===== config.mk =====
export PLATFORM = sky130hd
export DESIGN_NAME = mem_test_top
export DESIGN_NICKNAME = d
export VERILOG_FILES = /design/src/source/mem_test_pkg.sv /design/src/source/mem_test_top.sv /design/src/source/status_regs.sv /design/src/source/elapsed_timer.sv /design/src/source/mem_test_engine.sv
export SDC_FILE = /design/constraint.sdc
export NUM_CORES = 1
export LEC_CHECK = 0
export BUFFER_PORTS_ARGS = -buffer_cell sky130_fd_sc_hd__buf_2
export CORE_ASPECT_RATIO = 1.75
export CORE_MARGIN = 1
export CORE_UTILIZATION = 60
export CTS_CLUSTER_SIZE = 20
export DETAILED_ROUTE_END_ITERATION = 16
export PLACE_DENSITY = 0.84
export SYNTH_ARGS = -nofsm -noshare
export SYNTH_HDL_FRONTEND = slang
export SYNTH_SLANG_ARGS = --single-unit

===== constraint.sdc =====
create_clock -name CLK_50M -period 2.5 [get_ports CLK_50M]
set_input_delay 0.125 -clock CLK_50M [delete_from_list [all_inputs] [get_ports CLK_50M]]
set_output_delay 0.125 -clock CLK_50M [all_outputs]
set_load 0.05 [all_outputs]

===== src/source/mem_test_pkg.sv =====
`default_nettype none

package mem_test_pkg;

    // Default geometry of the memory under test
    localparam int ADDR_W_DEF = 6;
    localparam int DATA_W_DEF = 16;

    // One request on the memory port
    typedef struct packed {
        logic                  valid;
        logic                  we;
        logic [ADDR_W_DEF-1:0] addr;
        logic [DATA_W_DEF-1:0] wdata;
    } mem_req_t;

    // Pass summary, sent once at the end of each pass
    typedef struct packed {
        logic                  done;        // One-cycle strobe
        logic                  clean;       // Every word matched
        logic [ADDR_W_DEF-1:0] first_addr;
        logic                  first_seen;  // first_addr holds a mismatch
    } result_t;

    // Register map, byte offsets of 32-bit words
    localparam logic [7:0] REG_CTRL       = 8'h00;
    localparam logic [7:0] REG_SEED       = 8'h04;
    localparam logic [7:0] REG_PASS       = 8'h08;
    localparam logic [7:0] REG_FAIL       = 8'h0C;
    localparam logic [7:0] REG_ELAPSED    = 8'h10;
    localparam logic [7:0] REG_FIRST_FAIL = 8'h14;

    // CTRL fields
    localparam int CTRL_RUN_BIT   = 0;
    localparam int CTRL_CLEAR_BIT = 1;   // Self-clearing

    // AXI response codes
    localparam logic [1:0] RESP_OKAY   = 2'b00;
    localparam logic [1:0] RESP_SLVERR = 2'b10;

endpackage

`default_nettype wire

===== src/source/mem_test_top.sv =====
`default_nettype none

module mem_test_top #(
    parameter int ADDR_W        = mem_test_pkg::ADDR_W_DEF,
    parameter int DATA_W        = mem_test_pkg::DATA_W_DEF,
    parameter int TICKS_PER_SEC = 50_000_000
) (
    input  wire                    CLK_50M,
    input  wire                    rst_n,
    // AXI4-Lite slave
    input  wire  [7:0]             awaddr,
    input  wire                    awvalid,
    output logic                   awready,
    input  wire  [31:0]            wdata,
    input  wire  [3:0]             wstrb,
    input  wire                    wvalid,
    output logic                   wready,
    output logic [1:0]             bresp,
    output logic                   bvalid,
    input  wire                    bready,
    input  wire  [7:0]             araddr,
    input  wire                    arvalid,
    output logic                   arready,
    output logic [31:0]            rdata,
    output logic [1:0]             rresp,
    output logic                   rvalid,
    input  wire                    rready,
    // Memory port
    output mem_test_pkg::mem_req_t mem_req,
    input  wire                    mem_ready,
    input  wire  [DATA_W-1:0]      mem_rdata
);
    import mem_test_pkg::*;

    logic              run;
    logic              clear;
    logic [DATA_W-1:0] seed;
    result_t           result;      // Pass summary from the engine
    logic [15:0]       secs;
    logic [15:0]       mins_bcd;

    mem_test_engine #(
        .ADDR_W (ADDR_W),
        .DATA_W (DATA_W)
    ) u_engine (
        .CLK_50M   (CLK_50M),
        .rst_n     (rst_n),
        .run       (run),
        .clear     (clear),
        .seed      (seed),
        .mem_req   (mem_req),
        .result    (result),
        .mem_ready (mem_ready),
        .mem_rdata (mem_rdata)
    );

    elapsed_timer #(
        .TICKS_PER_SEC (TICKS_PER_SEC)
    ) u_timer (
        .CLK_50M  (CLK_50M),
        .rst_n    (rst_n),
        .run      (run),
        .clear    (clear),
        .secs     (secs),
        .mins_bcd (mins_bcd)
    );

    status_regs #(
        .ADDR_W (ADDR_W),
        .DATA_W (DATA_W)
    ) u_status (
        .CLK_50M  (CLK_50M),
        .rst_n    (rst_n),
        .awaddr   (awaddr),
        .awvalid  (awvalid),
        .awready  (awready),
        .wdata    (wdata),
        .wstrb    (wstrb),
        .wvalid   (wvalid),
        .wready   (wready),
        .bresp    (bresp),
        .bvalid   (bvalid),
        .bready   (bready),
        .araddr   (araddr),
        .arvalid  (arvalid),
        .arready  (arready),
        .rdata    (rdata),
        .rresp    (rresp),
        .rvalid   (rvalid),
        .rready   (rready),
        .run      (run),
        .clear    (clear),
        .seed     (seed),
        .result   (result),
        .secs     (secs),
        .mins_bcd (mins_bcd)
    );

endmodule

`default_nettype wire


===== src/source/status_regs.sv =====
`default_nettype none

module status_regs #(
    parameter int ADDR_W = mem_test_pkg::ADDR_W_DEF,
    parameter int DATA_W = mem_test_pkg::DATA_W_DEF
) (
    input  wire                   CLK_50M,
    input  wire                   rst_n,
    input  wire  [7:0]            awaddr,
    input  wire                   awvalid,
    output logic                  awready,
    input  wire  [31:0]           wdata,
    input  wire  [3:0]            wstrb,
    input  wire                   wvalid,
    output logic                  wready,
    output logic [1:0]            bresp,
    output logic                  bvalid,
    input  wire                   bready,
    input  wire  [7:0]            araddr,
    input  wire                   arvalid,
    output logic                  arready,
    output logic [31:0]           rdata,
    output logic [1:0]            rresp,
    output logic                  rvalid,
    input  wire                   rready,
    output logic                  run,
    output logic                  clear,
    output logic [DATA_W-1:0]     seed,
    input  wire mem_test_pkg::result_t result,
    input  wire  [15:0]           secs,
    input  wire  [15:0]           mins_bcd
);
    import mem_test_pkg::*;

    logic              aw_have;     // Address captured, waiting for data
    logic              w_have;
    logic [7:0]        aw_addr;
    logic [31:0]       w_data;
    logic [3:0]        w_strb;
    logic              aw_fire;
    logic              w_fire;
    logic              commit;
    logic [7:0]        wr_addr;
    logic [31:0]       wr_data;
    logic [3:0]        wr_strb;
    logic [31:0]       pass_cnt;
    logic [31:0]       fail_cnt;
    logic              first_valid;
    logic [ADDR_W-1:0] first_addr;
    logic [31:0]       rd_word;
    logic              rd_err;

    // Byte-lane merge for partial writes
    function automatic logic [31:0] merge(input logic [31:0] old, input logic [31:0] nw,
                                          input logic [3:0] strb);
        logic [31:0] r;
        int          i;
        r = old;
        for (i = 0; i < 4; i++) begin
            if (strb[i]) r[i*8 +: 8] = nw[i*8 +: 8];
        end
        return r;
    endfunction

    function automatic logic [7:0] word_addr(input logic [7:0] a);
        return {a[7:2], 2'b00};
    endfunction

    assign aw_fire = awready && awvalid;
    assign w_fire  = wready && wvalid;
    assign wr_addr = aw_have ? aw_addr : awaddr;   // Either channel may come first
    assign wr_data = w_have ? w_data : wdata;
    assign wr_strb = w_have ? w_strb : wstrb;
    assign commit  = (aw_have || aw_fire) && (w_have || w_fire) && !bvalid;

    always_ff @(posedge CLK_50M or negedge rst_n) begin
        if (!rst_n) begin
            awready <= 1'b0;
            wready  <= 1'b0;
            aw_have <= 1'b0;
            w_have  <= 1'b0;
            aw_addr <= '0;
            w_data  <= '0;
            w_strb  <= '0;
            bvalid  <= 1'b0;
            bresp   <= RESP_OKAY;
            run     <= 1'b0;
            clear   <= 1'b0;
            seed    <= '0;
        end else begin
            clear <= 1'b0;   // One-cycle pulse

            if (aw_fire) begin
                awready <= 1'b0;
                aw_addr <= awaddr;
            end else if (!aw_have && !bvalid) begin
                awready <= 1'b1;
            end
            if (w_fire) begin
                wready <= 1'b0;
                w_data <= wdata;
                w_strb <= wstrb;
            end else if (!w_have && !bvalid) begin
                wready <= 1'b1;
            end

            if (commit)       aw_have <= 1'b0;
            else if (aw_fire) aw_have <= 1'b1;
            if (commit)       w_have  <= 1'b0;
            else if (w_fire)  w_have  <= 1'b1;

            if (commit) begin
                bvalid <= 1'b1;
                bresp  <= RESP_OKAY;
                case (word_addr(wr_addr))
                    REG_CTRL: begin
                        if (wr_strb[0]) begin
                            run   <= wr_data[CTRL_RUN_BIT];
                            clear <= wr_data[CTRL_CLEAR_BIT];
                        end
                    end
                    REG_SEED:       seed <= DATA_W'(merge(32'(seed), wr_data, wr_strb));
                    REG_PASS, REG_FAIL, REG_ELAPSED, REG_FIRST_FAIL: ;  // Read only
                    default:        bresp <= RESP_SLVERR;
                endcase
            end else if (bvalid && bready) begin
                bvalid <= 1'b0;
            end
        end
    end

    // Pass and fail accounting
    always_ff @(posedge CLK_50M or negedge rst_n) begin
        if (!rst_n) begin
            pass_cnt    <= '0;
            fail_cnt    <= '0;
            first_valid <= 1'b0;
            first_addr  <= '0;
        end else if (clear) begin
            pass_cnt    <= '0;
            fail_cnt    <= '0;
            first_valid <= 1'b0;
            first_addr  <= '0;
        end else if (result.done) begin
            if (result.clean) pass_cnt <= pass_cnt + 32'd1;
            else              fail_cnt <= fail_cnt + 32'd1;
            if (result.first_seen && !first_valid) begin
                first_valid <= 1'b1;            // Held until the next clear
                first_addr  <= ADDR_W'(result.first_addr);
            end
        end
    end

    always_comb begin
        rd_word = '0;
        rd_err  = 1'b0;
        case (word_addr(araddr))
            REG_CTRL:       rd_word = 32'(run);
            REG_SEED:       rd_word = 32'(seed);
            REG_PASS:       rd_word = pass_cnt;
            REG_FAIL:       rd_word = fail_cnt;
            REG_ELAPSED:    rd_word = {mins_bcd, secs};
            REG_FIRST_FAIL: rd_word = {first_valid, 31'(first_addr)};
            default:        rd_err  = 1'b1;  // Unmapped reads return zero
        endcase
    end

    always_ff @(posedge CLK_50M or negedge rst_n) begin
        if (!rst_n) begin
            arready <= 1'b0;
            rvalid  <= 1'b0;
            rdata   <= '0;
            rresp   <= RESP_OKAY;
        end else if (arready && arvalid) begin
            arready <= 1'b0;
            rvalid  <= 1'b1;
            rdata   <= rd_word;
            rresp   <= rd_err ? RESP_SLVERR : RESP_OKAY;
        end else if (rvalid && rready) begin
            rvalid <= 1'b0;
        end else if (!rvalid) begin
            arready <= 1'b1;
        end
    end

endmodule

`default_nettype wire


===== src/source/elapsed_timer.sv =====
`default_nettype none

module elapsed_timer #(
    parameter int TICKS_PER_SEC = 50_000_000
) (
    input  wire         CLK_50M,
    input  wire         rst_n,
    input  wire         run,
    input  wire         clear,
    output logic [15:0] secs,      // Binary seconds
    output logic [15:0] mins_bcd   // Four BCD digits
);

    localparam int TICK_W = (TICKS_PER_SEC > 1) ? $clog2(TICKS_PER_SEC) : 1;
    localparam logic [TICK_W-1:0] TICK_LAST = TICK_W'(TICKS_PER_SEC - 1);

    logic [TICK_W-1:0] tick_cnt;
    logic [5:0]        sec_in_min;  // 0 to 59
    logic              sec_tick;

    // Add one to a four-digit BCD value, wraps at 9999
    function automatic logic [15:0] bcd_inc(input logic [15:0] v);
        logic [15:0] r;
        logic        carry;
        int          i;
        r     = v;
        carry = 1'b1;
        for (i = 0; i < 4; i++) begin
            if (carry) begin
                if (r[i*4 +: 4] >= 4'd9) begin
                    r[i*4 +: 4] = 4'd0;
                end else begin
                    r[i*4 +: 4] = r[i*4 +: 4] + 4'd1;
                    carry       = 1'b0;
                end
            end
        end
        return r;
    endfunction

    assign sec_tick = (tick_cnt == TICK_LAST);

    always_ff @(posedge CLK_50M or negedge rst_n) begin
        if (!rst_n) begin
            tick_cnt   <= '0;
            sec_in_min <= '0;
            secs       <= '0;
            mins_bcd   <= '0;
        end else if (!run || clear) begin
            tick_cnt   <= '0;   // Stopped test reads as zero
            sec_in_min <= '0;
            secs       <= '0;
            mins_bcd   <= '0;
        end else if (sec_tick) begin
            tick_cnt <= '0;
            secs     <= secs + 16'd1;
            if (sec_in_min == 6'd59) begin
                sec_in_min <= '0;
                mins_bcd   <= bcd_inc(mins_bcd);
            end else begin
                sec_in_min <= sec_in_min + 6'd1;
            end
        end else begin
            tick_cnt <= tick_cnt + 1'b1;
        end
    end

endmodule

`default_nettype wire


===== src/source/mem_test_engine.sv =====
`default_nettype none

module mem_test_engine #(
    parameter int ADDR_W = mem_test_pkg::ADDR_W_DEF,
    parameter int DATA_W = mem_test_pkg::DATA_W_DEF
) (
    input  wire                    CLK_50M,
    input  wire                    rst_n,
    input  wire                    run,
    input  wire                    clear,
    input  wire  [DATA_W-1:0]      seed,
    output mem_test_pkg::mem_req_t mem_req,
    output mem_test_pkg::result_t  result,
    input  wire                    mem_ready,
    input  wire  [DATA_W-1:0]      mem_rdata
);
    import mem_test_pkg::*;

    typedef enum logic [1:0] {
        ST_IDLE,
        ST_WRITE,
        ST_READ,
        ST_DRAIN
    } state_t;

    localparam logic [ADDR_W-1:0] LAST_ADDR = '1;

    state_t            state;
    logic              parity;       // Odd passes use the inverted pattern
    logic              req_valid;
    logic              req_we;
    logic [ADDR_W-1:0] req_addr;     // Doubles as the address counter
    logic [DATA_W-1:0] req_wdata;
    logic              tag_valid;    // Read data due this cycle
    logic [ADDR_W-1:0] tag_addr;
    logic [DATA_W-1:0] tag_exp;
    logic              bad_seen;
    logic [ADDR_W-1:0] bad_addr;
    logic              accept;
    logic              abort;
    logic              miss;

    // Seed XOR address, inverted on odd passes
    function automatic logic [DATA_W-1:0] pattern(input logic [ADDR_W-1:0] a,
                                                  input logic odd);
        logic [DATA_W-1:0] p;
        p = seed ^ DATA_W'(a);
        return odd ? ~p : p;
    endfunction

    assign accept = req_valid && mem_ready;
    assign abort  = clear || !run;
    assign miss   = tag_valid && (mem_rdata != tag_exp);

    assign mem_req = '{valid: req_valid,
                       we:    req_we,
                       addr:  ADDR_W_DEF'(req_addr),
                       wdata: DATA_W_DEF'(req_wdata)};

    always_ff @(posedge CLK_50M or negedge rst_n) begin
        if (!rst_n) begin
            state     <= ST_IDLE;
            parity    <= 1'b0;
            req_valid <= 1'b0;
            req_we    <= 1'b0;
            req_addr  <= '0;
            req_wdata <= '0;
            tag_valid <= 1'b0;
            tag_addr  <= '0;
            tag_exp   <= '0;
            bad_seen  <= 1'b0;
            bad_addr  <= '0;
            result    <= '0;
        end else begin
            result.done <= 1'b0;
            tag_valid   <= 1'b0;

            // Compare the word returned for last cycle's read
            if (miss && !bad_seen) begin
                bad_seen <= 1'b1;
                bad_addr <= tag_addr;
            end

            if (abort) begin
                state <= ST_IDLE;              // Pass dropped, nothing counted
                if (accept) req_valid <= 1'b0; // Pending request stays until taken
                if (clear)  parity    <= 1'b0;
            end else begin
                case (state)
                    ST_IDLE: begin
                        if (accept) begin
                            req_valid <= 1'b0;
                        end else if (!req_valid) begin
                            state     <= ST_WRITE;
                            req_valid <= 1'b1;
                            req_we    <= 1'b1;
                            req_addr  <= '0;
                            req_wdata <= pattern('0, parity);
                            bad_seen  <= 1'b0;
                        end
                    end
                    ST_WRITE: begin
                        if (accept) begin
                            if (req_addr == LAST_ADDR) begin
                                state    <= ST_READ;   // Reads go out back to back
                                req_we   <= 1'b0;
                                req_addr <= '0;
                            end else begin
                                req_addr  <= req_addr + 1'b1;
                                req_wdata <= pattern(req_addr + 1'b1, parity);
                            end
                        end
                    end
                    ST_READ: begin
                        if (accept) begin
                            tag_valid <= 1'b1;
                            tag_addr  <= req_addr;
                            tag_exp   <= pattern(req_addr, parity);
                            if (req_addr == LAST_ADDR) begin
                                state     <= ST_DRAIN;
                                req_valid <= 1'b0;
                            end else begin
                                req_addr <= req_addr + 1'b1;
                            end
                        end
                    end
                    ST_DRAIN: begin
                        // Last word arrives now, fold it into the summary
                        result.done       <= 1'b1;
                        result.clean      <= !(bad_seen || miss);
                        result.first_seen <= bad_seen || miss;
                        result.first_addr <= ADDR_W_DEF'(bad_seen ? bad_addr : tag_addr);
                        parity            <= ~parity;
                        state             <= ST_IDLE;
                    end
                    default: state <= ST_IDLE;
                endcase
            end
        end
    end

endmodule

`default_nettype wire


==> flow_summary.yaml <==
status:
  status: "finished, final reports clean"
global_routing:
  grt_max_degree: 82
  grt_pass1_wl_um: 61900
  grt_pass1_vias: 12000
  overflow: 0
  grt_usage_pct: 32.2
  antenna_found_initial: 2
die:
  rows: 74
  die_area_um2: 24500
  pin_count: 141
  fp.dieH_um: 206
  die_w_um: 119
  core_um2: 23300
  start_util_pct: 61.2
route:
  firstDrtPassIters: 5
  wl_met3_um: 2120
  postRouteAntennaNets: 0
  drt-total-wl_um: 38800
  drtIter0Drc: 949
  vias_per_cell: 6.35
  post_drt_wl_per_cell_um: 20.8
  wl_met1_um: 13900
  drcViolationCount: 0
  top_layer_used: "met4"
  via_count: 11800
  routed-wl-met2_um: 19900
cts:
  worstSkewPairLatency_ns: 0.56
  cts_tree: "yes"
  clockBufferDepth: 3
  clock-sinks: 284
  cts.clk_slew.worst_paths_ns: 0.07
  htree_num_levels: 1
  postCtsSetupBuffers: 0
  numCtsBuffers: 26
  cts_root_buf: "clkbuf_16"
pwr:
  ir_drop_v: 0.000915
  p_leak_nw: 7.31
  p_int_mw: 8.63
  clock_power_share_pct: 31.5
  power_frac_seq_pct: 43.3
  p_per_area_nw_per_um2: 790
  pwr-share-comb_pct: 25.2
  power_mw: 13.1
  switchingPower_mw: 4.47
  swShare_pct: 34.1
finish:
  syn_to_final_growth_pct: 16.0
  fin_nets: 1638
  drive_gt1_share_pct: 19.8
  stdcell_count: 1865
  final_core_util_pct: 71.0
setup_path:
  worst_path_largest_cell_delay_ns: 0.57
  critPathMaxFanout: 9
  cp.required_ns: 2.94
  start_kind: "flop"
  reg2reg_from: "u_status.aw_have$_DFFE_PN0P_"
  crit_top_cell: "or3_4"
  rrSetupSlack_ns: 0.04
  crit_buf_inv: 0
  path_cells: "a21oi_2 -> or3_4 -> or3_4 -> nor3_4 -> mux2_2"
  critPathArrivalTime_ns: 2.90
  worstSetupPathType: "flop to flop"
  slowest_stage: "dfrtp_1"
  crit_family: "simple AND/OR/NAND/NOR gates"
  crit_start: "u_status.aw_have$_DFFE_PN0P_"
  end_kind: "flop"
synthesis:
  synth_cells: 1396
  synth-edff-count: 0
  yosysSeqAreaShare_pct: 49.7
  syn_area_per_cell_um2: 10.2
  synth_warnings: 0
  synth_cell_type_count: 64
  async_reset_ff_share_pct: 100
  ys.flop_type: "dfrtp_1"
  ys_ff_latch: 284
  syn_area_um2: 14300
placement:
  dp_hpwl_um: 25300
  gp_congestion: 0.856
  dp.cells: 1783
  port_buffers: 116
timing:
  fin_setup_tns_ns: 0
  skew_ns: 0.0287
  hold_viol: 0
  slew_headroom_pct: 37.7
  drv_slew: 0
  rsz0062_at_grt: "no"
  fmax_ghz: 0.407
  finalSetupViolations: 0
  period_needed_ns: 2.46
  worst_pin_slew_ns: 0.935
  fin_crit_sh_pct: 98.3
run:
  maxCapViolCount: 0
hold_path:
  hold_path_class: "input pin to asynchronous set/reset pin"
-- cells in the mapped netlist, types with 5 or more instances --
| master | instances | area, um2 |
|---|---|---|
| nand3_1 | 66 | 330 |
| a22oi_1 | 31 | 233 |
| a32oi_1 | 5 | 43.8 |
| and4_1 | 16 | 140 |
| a221oi_1 | 11 | 96.3 |
| buf_4 | 5 | 37.5 |
| a22o_1 | 31 | 272 |
| inv_1 | 35 | 131 |
| nor2b_1 | 13 | 81.3 |
| o31ai_1 | 19 | 143 |
| or4_1 | 8 | 60.1 |
| a21oi_1 | 66 | 330 |
| mux2i_1 | 22 | 220 |
| ha_1 | 23 | 288 |
| clkbuf_1 | 63 | 236 |
| xnor2_1 | 75 | 657 |
| buf_1 | 10 | 37.5 |
| o21ai_0 | 88 | 440 |
| nand2_1 | 82 | 308 |
| nand4_1 | 35 | 219 |
| nor4_1 | 14 | 87.6 |
| dfrtp_1 | 284 | 7110 |
| xor2_1 | 44 | 385 |
| a21o_1 | 6 | 45.0 |
| and2_1 | 10 | 62.6 |
| o21a_1 | 7 | 52.6 |
| nor2_1 | 119 | 447 |
| and3_1 | 16 | 100 |
| o211ai_1 | 6 | 45.0 |
| nand2b_1 | 9 | 56.3 |
| nor3_1 | 27 | 135 |
| or3_1 | 23 | 144 |
| mux2_2 | 76 | 856 |
-- power groups by stage --
stage / sequential, mW / combinational, mW / clock, mW
after global routing: 5.71 / 3.53 / 4.34
final: 5.67 / 3.31 / 4.12
after detailed placement: 5.68 / 3.15 / 0
after global placement: 5.63 / 3.06 / 0
after floorplan: 6.12 / 1.70 / 0
after CTS: 5.60 / 3.24 / 4.13
-- path summary, 6_finish.rpt --
path / to / depth (start not counted)
worst min register to register: u_timer.tick_cnt[0]$_DFF_PN0_ / 1
max in group asynchronous: u_engine.req_we$_DFFE_PN0P_ / 3
worst min-delay path: u_status.rdata[13]$_DFFE_PN0P_ / 2
worst max register to register: u_status.seed[0]$_DFFE_PN0P_ / 5
worst max-delay path: u_status.seed[0]$_DFFE_PN0P_ / 5
min in group CLK_50M: u_engine.bad_seen$_DFF_PN0_ / 5
-- final cells by class --
type | instances | area, um2
clock buffer | 37 | 782
clock inverter | 11 | 103
multi-input combinational | 995 | 6740
antenna | 2 | 5.00
timing repair buffer | 197 | 1330
fill | 1624 | 6760
inverter | 35 | 131
tap | 304 | 380
sequential | 284 | 7110
-- layer usage --
metal	global-route usage, %	vias to the layer above
li1	-	5293
met1	35.0	5864
met2	57.6	514
met3	4.75	175
met4	22.5	0
met5	0	-
-- cells in the final DEF, fill, tap and decap left out, types with 8 or more instances in the layout --
cell / netlist / layout
dlygate4sd3_1: 0 / 32
o31ai_1: 19 / 19
nor2b_1: 13 / 13
mux2i_1: 22 / 22
dfrtp_1: 284 / 283
nor3_1: 27 / 26
a221oi_1: 11 / 11
a22oi_1: 31 / 31
nand2b_1: 9 / 9
a21oi_1: 66 / 65
clkbuf_8: 0 / 9
or3_1: 23 / 22
inv_1: 35 / 35
buf_2: 3 / 115
mux2_2: 76 / 76
nor4_1: 14 / 14
a22o_1: 31 / 31
nand2_1: 82 / 82
and4_1: 16 / 16
xnor2_1: 75 / 75
nor2_1: 119 / 118
or4_1: 8 / 8
and3_1: 16 / 16
and2_1: 10 / 10
nand4_1: 35 / 35
clkbuf_16: 0 / 26
buf_4: 5 / 45
xor2_1: 44 / 44
ha_1: 23 / 23
o21ai_0: 88 / 88
nand3_1: 66 / 66
-- repair_timing --
item | CTS | global route
hold endpoints to repair | 117 | 0
gates resized for setup | 0 | 2
setup endpoints to repair | 0 | 9
hold buffers | 32 | 0
-- sequential cells by signal, indices dropped and copies added (netlist names), 9 cells and up --
signal              flops
u_status.seed          16
u_engine.req_wdata     16
u_engine.result         9
u_timer.tick_cnt       26
u_status.fail_cnt      32
u_engine.tag_exp       16
u_status.w_data        16
u_status.rdata         32
u_timer.mins_bcd       16
u_status.pass_cnt      32
u_timer.secs           16
-- kinds of logic (layout without fill, tap and decap cells) --
logic type / Yosys count / in the layout / share of synthesized area, %
compound gates: 287 / 287 / 13.0
xor+xnor: 119 / 119 / 7.29
fa+ha+maj: 23 / 23 / 2.01
buf+inv: 118 / 280 / 3.27
flops: 284 / 284 / 49.7
mux: 99 / 99 / 7.64
other cells: 1 / 4 / 0.0262
simple gates: 465 / 465 / 17.0
-- through the flow --
stage / hold WS, ns / area (um2) / worst slack (ns)
after global routing: 0.224 / 16600 / 0.00982
after floorplan: -0.171 / 14300 / 0.0801
after detailed placement: 0.169 / 15400 / 0.134
final: 0.160 / 16600 / 0.0435
after CTS: 0.185 / 16600 / 0.113
after global placement: 0.163 / 15400 / 0.173
Note: power is estimated with default switching activity, not from simulation.
